$ cat src/common/vsa_consts.svh
// width, depth and timeout constants for the vsa subsystem, included by the package and the RTL
`ifndef VSA_CONSTS_SVH
`define VSA_CONSTS_SVH

// datapath and register width
`define VSA_DATA_W 5

// every instruction is one 12-bit word
`define VSA_INSTR_W 12

// program counter, steps by 2 per instruction
`define VSA_PC_W 5

// data RAM words, one per 5-bit address
`define VSA_DMEM_DEPTH 32

// R0 plus three general-purpose registers
`define VSA_REG_COUNT 4

// cycles a master may wait for ack before a bus is considered hung
`define VSA_BUS_TIMEOUT 64

`endif

$ cat src/common/vsaPkg.sv
// shared types of the vsa subsystem, referenced by scoped name from the core, RAM and top level
`include "vsa_consts.svh"

package vsaPkg;

    typedef logic [`VSA_DATA_W-1:0]             dataT;   // operand, register value, data address
    typedef logic [`VSA_INSTR_W-1:0]            instrT;  // raw instruction word
    typedef logic [`VSA_PC_W-1:0]               pcT;     // instruction address
    typedef logic [$clog2(`VSA_REG_COUNT)-1:0]  regIdxT; // register file index

    // major opcode, ir[11:9]
    typedef enum logic [2:0] {
        opLw   = 3'd0,
        opSw   = 3'd1,
        opBeqz = 3'd2,
        opAlu  = 3'd3, // R-format, function in ir[2:0]
        opAddi = 3'd4,
        opSubi = 3'd5
    } opcodeT;

    // R-format function field
    typedef enum logic [2:0] {
        fnAdd = 3'd0,
        fnSub = 3'd1,
        fnAnd = 3'd2,
        fnOr  = 3'd3,
        fnXor = 3'd4,
        fnNot = 3'd5,
        fnSrl = 3'd6,
        fnSra = 3'd7
    } aluFuncT;

    // one pass through these per instruction
    typedef enum logic [2:0] {
        stFetch,
        stDecode,
        stExecute,
        stMemory,
        stWriteBack
    } ctrlStateT;

    // wishbone classic master request
    typedef struct packed {
        logic cyc;
        logic stb;
        logic we;
        dataT adr;
        dataT dat;
    } wbReqT;

    // data slave response
    typedef struct packed {
        logic ack;
        dataT dat;
    } wbRspT;

    // instruction slave response, full word
    typedef struct packed {
        logic  ack;
        instrT dat;
    } instrRspT;

    // completed instruction as seen at write-back
    typedef struct packed {
        logic   valid;
        pcT     pc;
        instrT  instr;
        logic   regWe;
        regIdxT regIdx;
        dataT   regData;
        logic   memWe;
        dataT   memAddr;
        dataT   memData;
        pcT     nextPc;
    } retireT;

endpackage

$ cat src/vsaCore/vsaAlu.sv
// execute-stage ALU instantiated by the vsa core to give one result and a branch flag per opcode
`timescale 1ns/1ps
`include "vsa_consts.svh"

module vsaAlu (
    input  vsaPkg::opcodeT  opcode,
    input  vsaPkg::aluFuncT func,
    input  vsaPkg::dataT    a,      // first operand from fld1
    input  vsaPkg::dataT    b,      // second operand from fld2
    input  vsaPkg::dataT    imm,    // raw I-format immediate
    input  vsaPkg::pcT      npc,    // pc + 2 of this instruction
    output vsaPkg::dataT    result,
    output logic            zero    // branch condition for BEQZ only
);

    vsaPkg::dataT branchOffset;
    vsaPkg::dataT funcResult;

    // word offset is the low four immediate bits times two
    assign branchOffset = {imm[3:0], 1'b0};

    // R-format group where NOT and the shifts ignore b
    always_comb begin
        unique case (func)
            vsaPkg::fnAdd: funcResult = a + b;   // wraps mod 32
            vsaPkg::fnSub: funcResult = a - b;
            vsaPkg::fnAnd: funcResult = a & b;
            vsaPkg::fnOr:  funcResult = a | b;
            vsaPkg::fnXor: funcResult = a ^ b;
            vsaPkg::fnNot: funcResult = ~a;
            vsaPkg::fnSrl: funcResult = {1'b0, a[`VSA_DATA_W-1:1]};
            vsaPkg::fnSra: funcResult = {a[`VSA_DATA_W-1], a[`VSA_DATA_W-1:1]};
            default:       funcResult = '0;
        endcase
    end

    always_comb begin
        zero = 1'b0;
        case (opcode)
            vsaPkg::opLw,
            vsaPkg::opSw,
            vsaPkg::opAddi: result = a + imm;    // effective address or sum
            vsaPkg::opSubi: result = a - imm;
            vsaPkg::opAlu:  result = funcResult;
            vsaPkg::opBeqz: begin
                result = vsaPkg::dataT'(npc) + branchOffset; // branch target
                zero   = (a == '0);
            end
            default:        result = '0;         // undefined opcodes 6 and 7
        endcase
    end

endmodule

$ cat src/vsaCore/vsaCore.sv
// multicycle vsa core, fetch to write-back per instruction over two wishbone masters
`timescale 1ns/1ps
`include "vsa_consts.svh"

module vsaCore (
    input  logic             clock,
    input  logic             rstN,
    output vsaPkg::wbReqT    imemReq,   // instruction fetch, read only
    input  vsaPkg::instrRspT imemRsp,
    output vsaPkg::wbReqT    dmemReq,   // loads and stores
    input  vsaPkg::wbRspT    dmemRsp,
    output vsaPkg::retireT   retire     // valid for the write-back cycle
);

    vsaPkg::ctrlStateT state;
    vsaPkg::dataT      regFile [`VSA_REG_COUNT]; // entry 0 never written
    vsaPkg::pcT        pc;          // address of the next fetch
    vsaPkg::pcT        npc;         // pc + 2
    vsaPkg::pcT        instrPc;     // address of the instruction in flight
    vsaPkg::instrT     ir;
    vsaPkg::dataT      a;
    vsaPkg::dataT      b;
    vsaPkg::dataT      aluOut;
    vsaPkg::dataT      lmd;         // load data
    logic              cond;        // branch taken
    logic              imemCyc;     // fetch cycle open
    logic              dmemCyc;     // data cycle open

    // instruction fields
    // R-format: op(3) fld1(2) fld2(2) fld3(2) func(3)
    // I-format: op(3) fld1(2) fld2(2) imm(5)
    vsaPkg::opcodeT  opcode;
    vsaPkg::aluFuncT func;
    vsaPkg::regIdxT  fld1;
    vsaPkg::regIdxT  fld2;
    vsaPkg::regIdxT  fld3;
    vsaPkg::dataT    imm;

    logic            memRef;
    logic            isLoad;
    logic            isStore;
    logic            isBranch;
    logic            writesReg;
    vsaPkg::regIdxT  destIdx;
    logic            wbWe;          // register write, R0 filtered
    vsaPkg::dataT    wbData;

    vsaPkg::dataT    aluResult;
    logic            aluZero;

    assign opcode = vsaPkg::opcodeT'(ir[11:9]);
    assign fld1   = ir[8:7];
    assign fld2   = ir[6:5];
    assign fld3   = ir[4:3];
    assign func   = vsaPkg::aluFuncT'(ir[2:0]);
    assign imm    = ir[4:0];

    assign isLoad    = (opcode == vsaPkg::opLw);
    assign isStore   = (opcode == vsaPkg::opSw);
    assign isBranch  = (opcode == vsaPkg::opBeqz);
    assign memRef    = isLoad || isStore;
    assign writesReg = (opcode == vsaPkg::opAlu) || (opcode == vsaPkg::opAddi)
                    || (opcode == vsaPkg::opSubi) || isLoad;

    // R-format writes fld3, I-format fld2
    assign destIdx = (opcode == vsaPkg::opAlu) ? fld3 : fld2;
    assign wbWe    = writesReg && (destIdx != '0);
    assign wbData  = isLoad ? lmd : aluOut;

    vsaAlu vsaAlu_inst (
        .opcode (opcode),
        .func   (func),
        .a      (a),
        .b      (b),
        .imm    (imm),
        .npc    (npc),
        .result (aluResult),
        .zero   (aluZero)
    );

    // both masters hold address and data from registers for the whole cycle
    assign imemReq.cyc = imemCyc;
    assign imemReq.stb = imemCyc;
    assign imemReq.we  = 1'b0;
    assign imemReq.adr = vsaPkg::dataT'(pc);  // pc zero-extended
    assign imemReq.dat = '0;

    assign dmemReq.cyc = dmemCyc;
    assign dmemReq.stb = dmemCyc;
    assign dmemReq.we  = dmemCyc && isStore;
    assign dmemReq.adr = aluOut;              // base + imm
    assign dmemReq.dat = b;

    always_ff @(posedge clock) begin
        if (!rstN) begin
            state   <= vsaPkg::stFetch;
            pc      <= '0;
            npc     <= '0;
            instrPc <= '0;
            ir      <= '0;
            a       <= '0;
            b       <= '0;
            aluOut  <= '0;
            lmd     <= '0;
            cond    <= 1'b0;
            imemCyc <= 1'b0;
            dmemCyc <= 1'b0;
            for (int i = 0; i < `VSA_REG_COUNT; i++) begin
                regFile[i] <= '0;
            end
        end else begin
            unique case (state)
                vsaPkg::stFetch: begin
                    if (!imemCyc) begin
                        imemCyc <= 1'b1;  // only right after reset
                    end else if (imemRsp.ack) begin
                        imemCyc <= 1'b0;  // cycle closes after ack
                        ir      <= imemRsp.dat;
                        npc     <= pc + vsaPkg::pcT'(2);
                        instrPc <= pc;
                        state   <= vsaPkg::stDecode;
                    end
                end
                vsaPkg::stDecode: begin
                    a     <= regFile[fld1];
                    b     <= regFile[fld2];
                    state <= vsaPkg::stExecute;
                end
                vsaPkg::stExecute: begin
                    aluOut  <= aluResult;
                    cond    <= aluZero;
                    dmemCyc <= memRef;    // open data cycle on entry to memory
                    state   <= vsaPkg::stMemory;
                end
                vsaPkg::stMemory: begin
                    if (!memRef) begin
                        // branch resolves here, otherwise plain pc + 2
                        pc    <= (isBranch && cond) ? vsaPkg::pcT'(aluOut) : npc;
                        state <= vsaPkg::stWriteBack;
                    end else if (dmemRsp.ack) begin
                        dmemCyc <= 1'b0;
                        if (isLoad) begin
                            lmd <= dmemRsp.dat;
                        end
                        pc    <= npc;
                        state <= vsaPkg::stWriteBack;
                    end
                end
                vsaPkg::stWriteBack: begin
                    if (wbWe) begin
                        regFile[destIdx] <= wbData;
                    end
                    imemCyc <= 1'b1;      // next fetch starts with the state
                    state   <= vsaPkg::stFetch;
                end
                default: state <= vsaPkg::stFetch;
            endcase
        end
    end

    // retire record, fields without their enable read as zero
    always_comb begin
        retire.valid   = (state == vsaPkg::stWriteBack);
        retire.pc      = instrPc;
        retire.instr   = ir;
        retire.regWe   = wbWe;
        retire.regIdx  = wbWe ? destIdx : '0;
        retire.regData = wbWe ? wbData : '0;
        retire.memWe   = isStore;
        retire.memAddr = isStore ? aluOut : '0;
        retire.memData = isStore ? b : '0;
        retire.nextPc  = pc;              // already updated in memory state
    end

endmodule

$ cat src/vsaDataRam.sv
// on-chip data RAM for the vsa core, wishbone classic slave with a registered one-cycle ack
`timescale 1ns/1ps
`include "vsa_consts.svh"

module vsaDataRam (
    input  logic          clock,
    input  logic          rstN,
    input  vsaPkg::wbReqT req,
    output vsaPkg::wbRspT rsp
);

    vsaPkg::dataT mem [`VSA_DMEM_DEPTH]; // full 5-bit address space
    vsaPkg::dataT rdData;
    logic         ack;
    logic         take;                  // new access this cycle

    // a strobe seen while ack is low, so ack never repeats for one request
    assign take = req.cyc && req.stb && !ack;

    always_ff @(posedge clock) begin
        if (!rstN) begin
            ack <= 1'b0;
        end else begin
            ack <= take; // single-cycle pulse
        end
    end

    // write lands at the edge that raises ack
    always_ff @(posedge clock) begin
        if (take) begin
            if (req.we) begin
                mem[req.adr] <= req.dat;
            end
            rdData <= mem[req.adr]; // old word on a write
        end
    end

    assign rsp.ack = ack;
    assign rsp.dat = rdData;       // valid together with ack

endmodule

$ cat src/vsaSystem.sv
// vsa subsystem top level, core plus data RAM, instruction bus and retire record brought out
`timescale 1ns/1ps

module vsaSystem (
    input  logic             clock,
    input  logic             rstN,
    output vsaPkg::wbReqT    imemReq,  // served by external instruction memory
    input  vsaPkg::instrRspT imemRsp,
    output vsaPkg::retireT   retire
);

    // data bus stays on chip
    vsaPkg::wbReqT dmemReq;
    vsaPkg::wbRspT dmemRsp;

    vsaCore vsaCore_inst (
        .clock   (clock),
        .rstN    (rstN),
        .imemReq (imemReq),
        .imemRsp (imemRsp),
        .dmemReq (dmemReq),
        .dmemRsp (dmemRsp),
        .retire  (retire)
    );

    vsaDataRam vsaDataRam_inst (
        .clock (clock),
        .rstN  (rstN),
        .req   (dmemReq),
        .rsp   (dmemRsp)
    );

endmodule

$ cat config.mk
export PLATFORM = sky130hd
export DESIGN_NAME = vsaSystem
export DESIGN_NICKNAME = d
export VERILOG_FILES = /design/src/common/vsaPkg.sv /design/src/vsaCore/vsaAlu.sv /design/src/vsaCore/vsaCore.sv /design/src/vsaDataRam.sv /design/src/vsaSystem.sv
export VERILOG_INCLUDE_DIRS = /design/src /design/src/common
export SDC_FILE = /design/constraint.sdc
export NUM_CORES = 1
export LEC_CHECK = 0
export BUFFER_PORTS_ARGS = -buffer_cell sky130_fd_sc_hd__buf_2
export CORE_MARGIN = 2
export CORE_UTILIZATION = 55
export DETAILED_ROUTE_END_ITERATION = 7
export PLACE_DENSITY = 0.76
export SLEW_MARGIN = 20
export SYNTH_ARGS = -nofsm -noshare
export SYNTH_HDL_FRONTEND = slang
export SYNTH_HIERARCHICAL = 1
export SYNTH_SLANG_ARGS = --single-unit
$ cat constraint.sdc
create_clock -name clock -period 6.24 [get_ports clock]
set_input_delay 0.624 -clock clock [delete_from_list [all_inputs] [get_ports clock]]
set_output_delay 0.624 -clock clock [all_outputs]
set_load 0.005 [all_outputs]
==> results of run 1 <==
[routing by layer]
layer | vias to the layer above | share of wire
met2 | 221 | 0.48
met4 | 0 | 0.025
met5 | - | 0
met3 | 45 | 0.059
met1 | 3520 | 0.44
li1 | 3236 | -
[cells in the final DEF (no fill, tap or decap), drive strengths merged, types with 4 or more instances in the layout]
master	n
clkinv	6
nand2	67
dfxtp	53
mux2i	69
edfxtp	185
mux4	28
nand4b	4
o22ai	20
and3	17
nor2	84
nand2b	9
nand4	8
a211oi	4
buf	75
a21o	4
nand3	8
conb	11
ha	24
nor2b	5
nand3b	6
inv	35
a22oi	4
xor2	6
xnor2	10
a21oi	39
clkbuf	34
o21ai	37
nor3	13
o211ai	6
[sequential cells by signal (all words and copies together) (netlist names)]
| name | cells |
|---|---|
| vsaCore_inst/aluOut | 5 |
| vsaCore_inst/ir | 12 |
| vsaCore_inst/lmd | 5 |
| vsaCore_inst/instrPc | 4 |
| vsaDataRam_inst/rdData | 5 |
| vsaCore_inst/b | 5 |
| vsaCore_inst/a | 5 |
| vsaCore_inst/regFile | 20 |
| vsaCore_inst/pc | 5 |
| vsaCore_inst/state | 3 |
| vsaDataRam_inst/ack | 1 |
| vsaCore_inst/dmemCyc | 1 |
| vsaCore_inst/cond | 1 |
| vsaCore_inst/imemCyc | 1 |
| vsaCore_inst/npc | 5 |
| vsaDataRam_inst/mem | 160 |
[power breakdown]
| group | switching, mW | internal [mW] | total (mW) | leakage [nW] |
|---|---|---|---|---|
| Clock | 0.584 | 0.847 | 1.43 | 0.385 |
| Sequential | 0.105 | 1.77 | 1.87 | 2.16 |
| Combinational | 0.293 | 0.247 | 0.540 | 1.76 |
| Total | 0.982 | 2.86 | 3.84 | 4.30 |
[tightest hold or removal path, delay by kind of cell]
kind                   cells  cell delay (ns)
and+or+nand+nor            1             0.05
AOI/OAI and AO/OA          1             0.05
buffers and inverters      1             0.10
[worst paths after layout]
kind / startpoint / to / cells past startpoint
worst max register to register: vsaCore_inst/ir[1] / vsaCore_inst/aluOut[3] / 11
worst min register to register: vsaCore_inst/instrPc[2] / vsaCore_inst/instrPc[2] / 2
worst min-delay path: imemRsp[0] / vsaCore_inst/ir[0] / 3
worst max-delay path: vsaCore_inst/ir[9] / retire[19] / 5
[cells by family after synthesis]
kind of cell | synth area share
other | 0.000338
flip-flops | 0.597
AND/OR/NAND/NOR | 0.115
buffers and inverters | 0.0483
AO/OA/AOI/OAI | 0.0713
adder cells (fa/ha/maj) | 0.0325
multiplexers | 0.121
XOR/XNOR | 0.0147
[final cells by class]
type	instances	area, um2	share of cell area
multi-input cells	527	3970	0.324
flip-flops and latches	238	6620	0.540
well taps	265	332	0.0271
clock buffers	34	679	0.0554
clock inverters	12	119	0.00970
inverters	34	128	0.0104
repair buffers	75	405	0.0331
[per-stage QoR]
stage	setup WS, ns	instances	hold slack [ns]
finish	3.09	1185	0.345
global route	2.91	1185	0.356
CTS	3.08	1184	0.337
detailed placement	3.20	1138	0.456
global placement	3.27	1138	0.445
floorplan	3.28	865	0.436
==> impl_metrics.json, run 1 <==
{
  "status": "finished clean",
  "total_power_mw": 3.84,
  "end_kind": "output pin",
  "fp-row-count": 51,
  "drc": 0,
  "grt_overflow": 0,
  "initial_core_util": 0.566,
  "grt_use_met3": 0.0376,
  "dieHeight_um": 146,
  "cts_buffers": 25,
  "rsz0062_at_grt": "false",
  "crit_fanout": 26,
  "critPathBufInv": 1,
  "synth-seq-cells": 238,
  "portBuffers": 63,
  "synthCells": 855,
  "critPathKind": "reg -> out",
  "grt_pass1_vias": 6832,
  "fillers": 1513,
  "synth_warnings": 6,
  "worst_path_largest_cell_delay_ns": 0.93,
  "postLayoutCellArea_um2": 12300,
  "cts_setup_buffers": 0,
  "globalplace.congestion": 0.877,
  "drt-wirelength-per-cell_um": 19.7,
  "max_cap_violations": 0,
  "gr-max-usage-layer": "met2",
  "slew_viol_final": 0,
  "core_area_um2": 19600,
  "cp_cell_sequence": "nor2b_2 > o21ai_2 > nor2_1 > nor2_1 > buf_2",
  "antenna_found_initial": 0,
  "grtUsageTotal": 0.217,
  "syn_area_per_cell_um2": 13.0,
  "ys.flop_type": "edfxtp_1",
  "max_slew_margin": 0.354,
  "clock_path_buffers": 3,
  "grt_use_met2": 0.357,
  "synth.top_cell.area_share": 0.501,
  "ys_async_sr_fraction": 0,
  "vias_per_cell": 5.93,
  "synth_edf_count": 185,
  "synthTopCellsByCount": "edfxtp_1, nor2_1, mux2i_1",
  "ys_seq_area_frac": 0.597,
  "syn_area_um2": 11100,
  "yosysMostFrequentCell": "edfxtp_1",
  "fp.dieW_um": 146,
  "crit_required_ns": 5.62,
  "dp_hpwl_um": 15200,
  "fin_util": 0.626,
  "drt_wl_total_um": 23300,
  "p_leak_nw": 4.30,
  "drive_above_1_share": 0.190,
  "finalHoldViolCount": 0,
  "path_clk_slew_ns": 0.06,
  "syn_to_final_growth_pct": 10.6,
  "synth.distinct_cells": 69,
  "post_cts_resized": 0,
  "cts_num_sinks": 238,
  "timing.final.crit_share": 0.506,
  "crit_arrival_ns": 2.53,
  "crit_family": "flip-flops",
  "via_count": 7022,
  "cts_root_buffer": "clkbuf_16",
  "htreeDepth": 1,
  "clock.fmax_mhz": 317,
  "slowest_stage": "dfxtp_1",
  "cp-start-kind": "flip-flop",
  "clock_latency_ns": 0.52,
  "dpl_cell_area_um2": 11400,
  "io_pins": 70,
  "yosysTopAreaCell": "edfxtp_1",
  "ant_nets": 0,
  "grt_max_degree": 55,
  "setup_violations": 0,
  "cpMostUsedCell": "nor2_1",
  "dr.pass1.iters": 5,
  "fin_skew_ns": 0.00706,
  "ctsHoldBuffers": 0,
  "final_nets": 943,
  "tightest_slew_ns": 0.962,
  "power_density_nw_per_um2": 314,
  "diodes": 0,
  "r2r_setup_slack_ns": 3.17,
  "drtIter0Drc": 691,
  "ir_drop_v": 0.000185,
  "tns_ns": 0,
  "use_met1": 0.297,
  "synthTopCellsByArea": "edfxtp_1, dfxtp_1, mux2i_1",
  "hp-class": "in -> reg",
  "die-area_um2": 21300,
  "grt_pass1_wl_um": 36700,
  "fin_crit_ns": 3.15,
  "cts_tree": "yes"
}
Note: power is estimated with default switching activity, not from simulation.
==> inputs of run 2 (changes only) <==
clock period = 3.3 ns   (was 6.24 ns; I/O delays follow)
==> impl_metrics.json, run 2 (synthesis results as in run 1) <==
{
  "cts_setup_buffers": 0,
  "finalHoldViolCount": 0,
  "grtUsageTotal": 0.226,
  "fp.dieW_um": 146,
  "fp-row-count": 51,
  "vias_per_cell": 5.89,
  "critPathKind": "reg -> reg",
  "drive_above_1_share": 0.206,
  "ctsHoldBuffers": 0,
  "clkPwrFrac": 0.388,
  "final_common_cell": "edfxtp_1",
  "drc": 0,
  "cts_num_sinks": 238,
  "portBuffers": 63,
  "clock.fmax_mhz": 365,
  "cts_buffers": 25,
  "crit_family": "compound AO/OA/AOI/OAI gates",
  "seqCellArea_um2": 6620,
  "fin_ws_ns": 0.563,
  "largest_reg_flops": 160,
  "largest-register": "vsaDataRam_inst/mem",
  "layout_common_cells": "edfxtp_1, nor2_1, mux2i_1",
  "dieHeight_um": 146,
  "antenna_found_initial": 1,
  "rsz0062_at_grt": "false",
  "max_cap_violations": 0,
  "cp_cell_sequence": "inv_1 > ha_1 > mux2i_1 > ha_1 > nor2b_1 > o21ai_0 > a211oi_1 > a2111oi_0 > o221ai_1 > mux2i_1 > nor2_1",
  "grt_pass1_vias": 6992,
  "clock_path_buffers": 3,
  "drt-wirelength-per-cell_um": 20.0,
  "intPower_mw": 5.57,
  "tightest_slew_ns": 0.892,
  "post-place-ws_ns": 0.681,
  "setup_violations": 0,
  "final_nets": 957,
  "dp_hpwl_um": 15900,
  "ant_nets": 0,
  "p_leak_nw": 4.41,
  "io_pins": 70,
  "fin_skew_ns": 0.0236,
  "fillers": 1459,
  "dr.pass1.iters": 5,
  "core_area_um2": 19600,
  "via_count": 7072,
  "tns_ns": 0,
  "globalplace.congestion": 0.813,
  "hp-class": "in -> reg",
  "crit_required_ns": 3.70,
  "switching_share": 0.255,
  "grt_overflow": 0,
  "cts_root_buffer": "clkbuf_16",
  "die-area_um2": 21300,
  "seqPwrFrac": 0.468,
  "fin_crit_ns": 2.74,
  "cts_tree": "yes",
  "multiInputGateArea_um2": 3970,
  "timing.final.crit_share": 0.829,
  "power_density_nw_per_um2": 601,
  "grt_max_degree": 38,
  "status": "finished clean",
  "drt_wl_total_um": 24000,
  "clock_latency_ns": 0.54,
  "p_sw_mw": 1.91,
  "top_regs": "vsaDataRam_inst/mem (160), vsaCore_inst/regFile (20), vsaCore_inst/ir (12)",
  "path_clk_slew_ns": 0.06,
  "drtIter0Drc": 701,
  "crit_fanout": 2,
  "slew_viol_final": 0,
  "initial_core_util": 0.566,
  "critPathBufInv": 1,
  "end_kind": "flip-flop",
  "cp-start-kind": "flip-flop",
  "grt_pass1_wl_um": 38200,
  "p_comb_frac": 0.144,
  "crit_arrival_ns": 3.14,
  "ir_drop_v": 0.000462,
  "max_slew_margin": 0.406,
  "htreeDepth": 1,
  "post_cts_resized": 0,
  "slowest_stage": "a2111oi_0",
  "syn_to_final_growth_pct": 12.2,
  "worst_path_largest_cell_delay_ns": 0.52
}
[run 2: final timing paths]
path / from / to / slack [ns] / depth (start not counted)
max: vsaCore_inst/b[0] / vsaCore_inst/aluOut[3] / 0.56 / 11
min: imemRsp[11] / vsaCore_inst/ir[11] / 0.04 / 3
max reg2reg: vsaCore_inst/b[0] / vsaCore_inst/aluOut[3] / 0.56 / 11
min reg2reg: vsaCore_inst/instrPc[2] / vsaCore_inst/instrPc[2] / 0.46 / 2
[run 2: layout make-up]
type | count | share of cell area
Clock buffer | 36 | 0.0602
Multi-Input combinational cell | 527 | 0.319
Antenna cell | 1 | 0.000201
Sequential cell | 238 | 0.533
Inverter | 34 | 0.0103
Timing Repair Buffer | 89 | 0.0411
Tap cell | 265 | 0.0267
Clock inverter | 10 | 0.00976
[run 2: worst min-delay path: stages]
cell,delay (ns)
buf_2,0.09
nand2_1,0.05
a21oi_1,0.05
[run 2: metal layers]
metal | track usage | up-vias | wire length [um] | part of all wire
met1 | 0.315 | 3516 | 10200 | 0.43
li1 | - | 3265 | - | -
met4 | 0.0495 | 0 | 382 | 0.016
met3 | 0.0448 | 35 | 1780 | 0.074
met5 | 0 | - | 0 | 0
met2 | 0.371 | 256 | 11600 | 0.48
[run 2: power groups by stage]
| stage | clock network [mW] | registers, mW | logic, mW |
|---|---|---|---|
| 2_1_floorplan | 0 | 3.51 | 0.845 |
| 3_3_place_gp | 0 | 3.56 | 1.03 |
| 3_5_place_dp | 0 | 3.56 | 1.06 |
| 4_1_cts | 2.93 | 3.50 | 1.07 |
| 5_1_grt | 3.07 | 3.52 | 1.18 |
| 6_report | 2.90 | 3.50 | 1.07 |
[run 2: metrics by stage]
step,util,power [mW],hold WS (ns),instance area [um2],std cells
5_1_grt,0.634,7.76,0.0432,12400,1199
3_5_place_dp,0.590,4.62,0.450,11600,1153
4_1_cts,0.634,7.50,0.0215,12400,1199
6_report,0.635,7.48,0.0363,12400,1200
2_1_floorplan,-,4.35,0.436,11100,865
3_3_place_gp,0.590,4.59,0.443,11600,1153
==> inputs of run 3 (changes only) <==
ABC_AREA = 1   (was not set)
PLACE_DENSITY = 0.79   (was 0.76)
clock period = 2.24 ns   (was 3.3 ns; I/O delays follow)
==> impl_metrics.json, run 3 <==
{
  "htreeDepth": 1,
  "drt_wl_total_um": 28500,
  "synth_edf_count": 185,
  "ys_async_sr_fraction": 0,
  "crit_required_ns": 2.62,
  "crit_fanout": 5,
  "max_cap_violations": 0,
  "diodes": 0,
  "synthTopCellsByCount": "nand2_1, edfxtp_1, nor2_1",
  "grt_overflow": 0,
  "cts_root_buffer": "clkbuf_16",
  "final_common_cell": "nand2_1",
  "synthCells": 1331,
  "crit_arrival_ns": 2.64,
  "fin_crit_ns": 2.26,
  "holdWs_ns": 0.0301,
  "ys.flop_type": "edfxtp_1",
  "clock_latency_ns": 0.51,
  "syn_area_per_cell_um2": 8.81,
  "tns_ns": -0.0187,
  "drive_above_1_share": 0.183,
  "worstSetupEndpoint": "vsaCore_inst/aluOut[4]",
  "clock_path_buffers": 3,
  "drc": 0,
  "rsz0062_at_grt": "true",
  "fin_ws_ns": -0.0187,
  "drt-wirelength-per-cell_um": 16.5,
  "fin_skew_ns": 0.0100,
  "vias_per_cell": 5.39,
  "critPathKind": "reg -> reg",
  "grtUsageTotal": 0.247,
  "via_count": 9324,
  "hp-start": "imemRsp[6]",
  "max_slew_margin": 0.582,
  "end_kind": "flip-flop",
  "status": "finished, violations left",
  "cts_num_sinks": 238,
  "io_pins": 70,
  "dieHeight_um": 150,
  "dr.pass1.iters": 7,
  "total_power_mw": 14.4,
  "finalHoldViolCount": 0,
  "clock.fmax_mhz": 443,
  "tightest_slew_ns": 0.627,
  "critPathLaunch": "vsaCore_inst/ir[1]",
  "ant_nets": 0,
  "grt_pass1_vias": 8769,
  "cp-start-kind": "flip-flop",
  "yosysMostFrequentCell": "nand2_1",
  "layout_common_cells": "nand2_1, edfxtp_1, inv_1",
  "r2r-end": "vsaCore_inst/aluOut[4]",
  "synth-seq-cells": 238,
  "r2r_setup_slack_ns": -0.02,
  "r2r_cells": 16,
  "p_leak_nw": 5.87,
  "grt_pass1_wl_um": 43900,
  "final_nets": 1480,
  "fp.dieW_um": 150,
  "dp_hpwl_um": 18900,
  "synth.distinct_cells": 42,
  "power_density_nw_per_um2": 1060,
  "grt_max_degree": 61,
  "synthTopCellsByArea": "edfxtp_1, nand2_1, dfxtp_1",
  "path_clk_slew_ns": 0.06,
  "syn_to_final_growth_pct": 15.8,
  "top_regs": "vsaDataRam_inst/mem (160), vsaCore_inst/regFile (20), vsaCore_inst/ir (12)",
  "core_area_um2": 21000,
  "largest-register": "vsaDataRam_inst/mem",
  "setup_violations": 1,
  "r2r_start": "vsaCore_inst/ir[1]",
  "ir_drop_v": 0.000553,
  "timing.final.crit_share": 1.01,
  "die-area_um2": 22500,
  "globalplace.congestion": 0.904,
  "fp-row-count": 53,
  "synth.top_cell.area_share": 0.474,
  "cts_tree": "yes",
  "ys_seq_area_frac": 0.564,
  "violations": "negative setup slack",
  "slew_viol_final": 0,
  "initial_core_util": 0.559,
  "cts_buffers": 24,
  "drtIter0Drc": 951,
  "synth_warnings": 6,
  "antenna_found_initial": 0,
  "yosysTopAreaCell": "edfxtp_1",
  "largest_reg_flops": 160,
  "syn_area_um2": 11700,
  "hp-class": "in -> reg",
  "portBuffers": 63
}
[run 3: final cells by class]
class | instances | area [um2]
clock buffer | 34 | 714
clock inverter | 8 | 63.8
fill | 1663 | 7380
inverter | 115 | 432
multi-input combinational | 925 | 4490
sequential | 238 | 6630
tap | 275 | 344
timing repair buffer | 134 | 896
[run 3: how the worst min path moves through the flow]
stage,endpoint,cells after the start
2_1_floorplan,vsaDataRam_inst/ack,2
3_3_place_gp,vsaCore_inst/instrPc[4],2
3_5_place_dp,vsaCore_inst/instrPc[3],2
4_1_cts,vsaCore_inst/ir[6],3
5_1_grt,vsaCore_inst/ir[4],3
6_report,vsaCore_inst/ir[6],3
[run 3: repair_timing]
| action | in CTS | in global routing |
|---|---|---|
| resized for setup | 0 | 44 |
| endpoints found under the setup margin | 0 | 135 |
| hold buffers | 6 | 0 |
| hold endpoints to repair | 6 | 0 |
| buffers inserted | 0 | 4 |
[run 3: layer usage]
| layer | wire length, um | track usage | share of wire | up-vias |
|---|---|---|---|---|
| li1 | - | - | - | 4510 |
| met2 | 13700 | 0.404 | 0.48 | 359 |
| met5 | 0 | 0 | 0 | - |
| met4 | 571 | 0.0726 | 0.020 | 0 |
| met1 | 12100 | 0.341 | 0.42 | 4397 |
| met3 | 2090 | 0.0405 | 0.073 | 58 |
[run 3: worst max-delay path, cell delays in order, from the launching register on]
cell     delay, ns
dfxtp_4       0.36
nor2_4        0.16
nand2_4       0.10
o31ai_1       0.11
xor2_1        0.19
inv_1         0.10
ha_4          0.24
inv_1         0.12
a21oi_2       0.05
nor2_2        0.14
inv_1         0.07
nand2_1       0.08
nand3_1       0.08
nand2_1       0.09
nand2_1       0.05
o21ai_1       0.13
a21oi_1       0.06
[run 3: cells by family (layout without fill, tap and decap cells)]
kind of cell             Yosys count  in the layout  synth area share
AND/OR/NAND/NOR                  747            747             0.269
buffers and inverters            178            291            0.0676
adder cells (fa/ha/maj)           27             27            0.0307
flip-flops                       238            238             0.564
other                              1             11          0.000320
XOR/XNOR                           7              7           0.00523
AO/OA/AOI/OAI                    133            133            0.0628
[run 3: report_power, final]
part	switching [mW]	internal (mW)	total (mW)
Clock	1.58	2.32	3.90
Combinational	3.31	1.65	4.96
Sequential	0.291	5.23	5.52
[run 3: per-stage QoR]
step,instance area [um2],instances,utilization,worst slack (ns)
after global routing,13600,1729,0.648,-0.0944
after floorplan,11800,1341,-,0.0552
after detailed placement,12600,1677,0.599,0.0214
after CTS,13400,1725,0.639,0.00324
final,13600,1729,0.648,-0.0187
after global placement,12600,1677,0.599,0.121
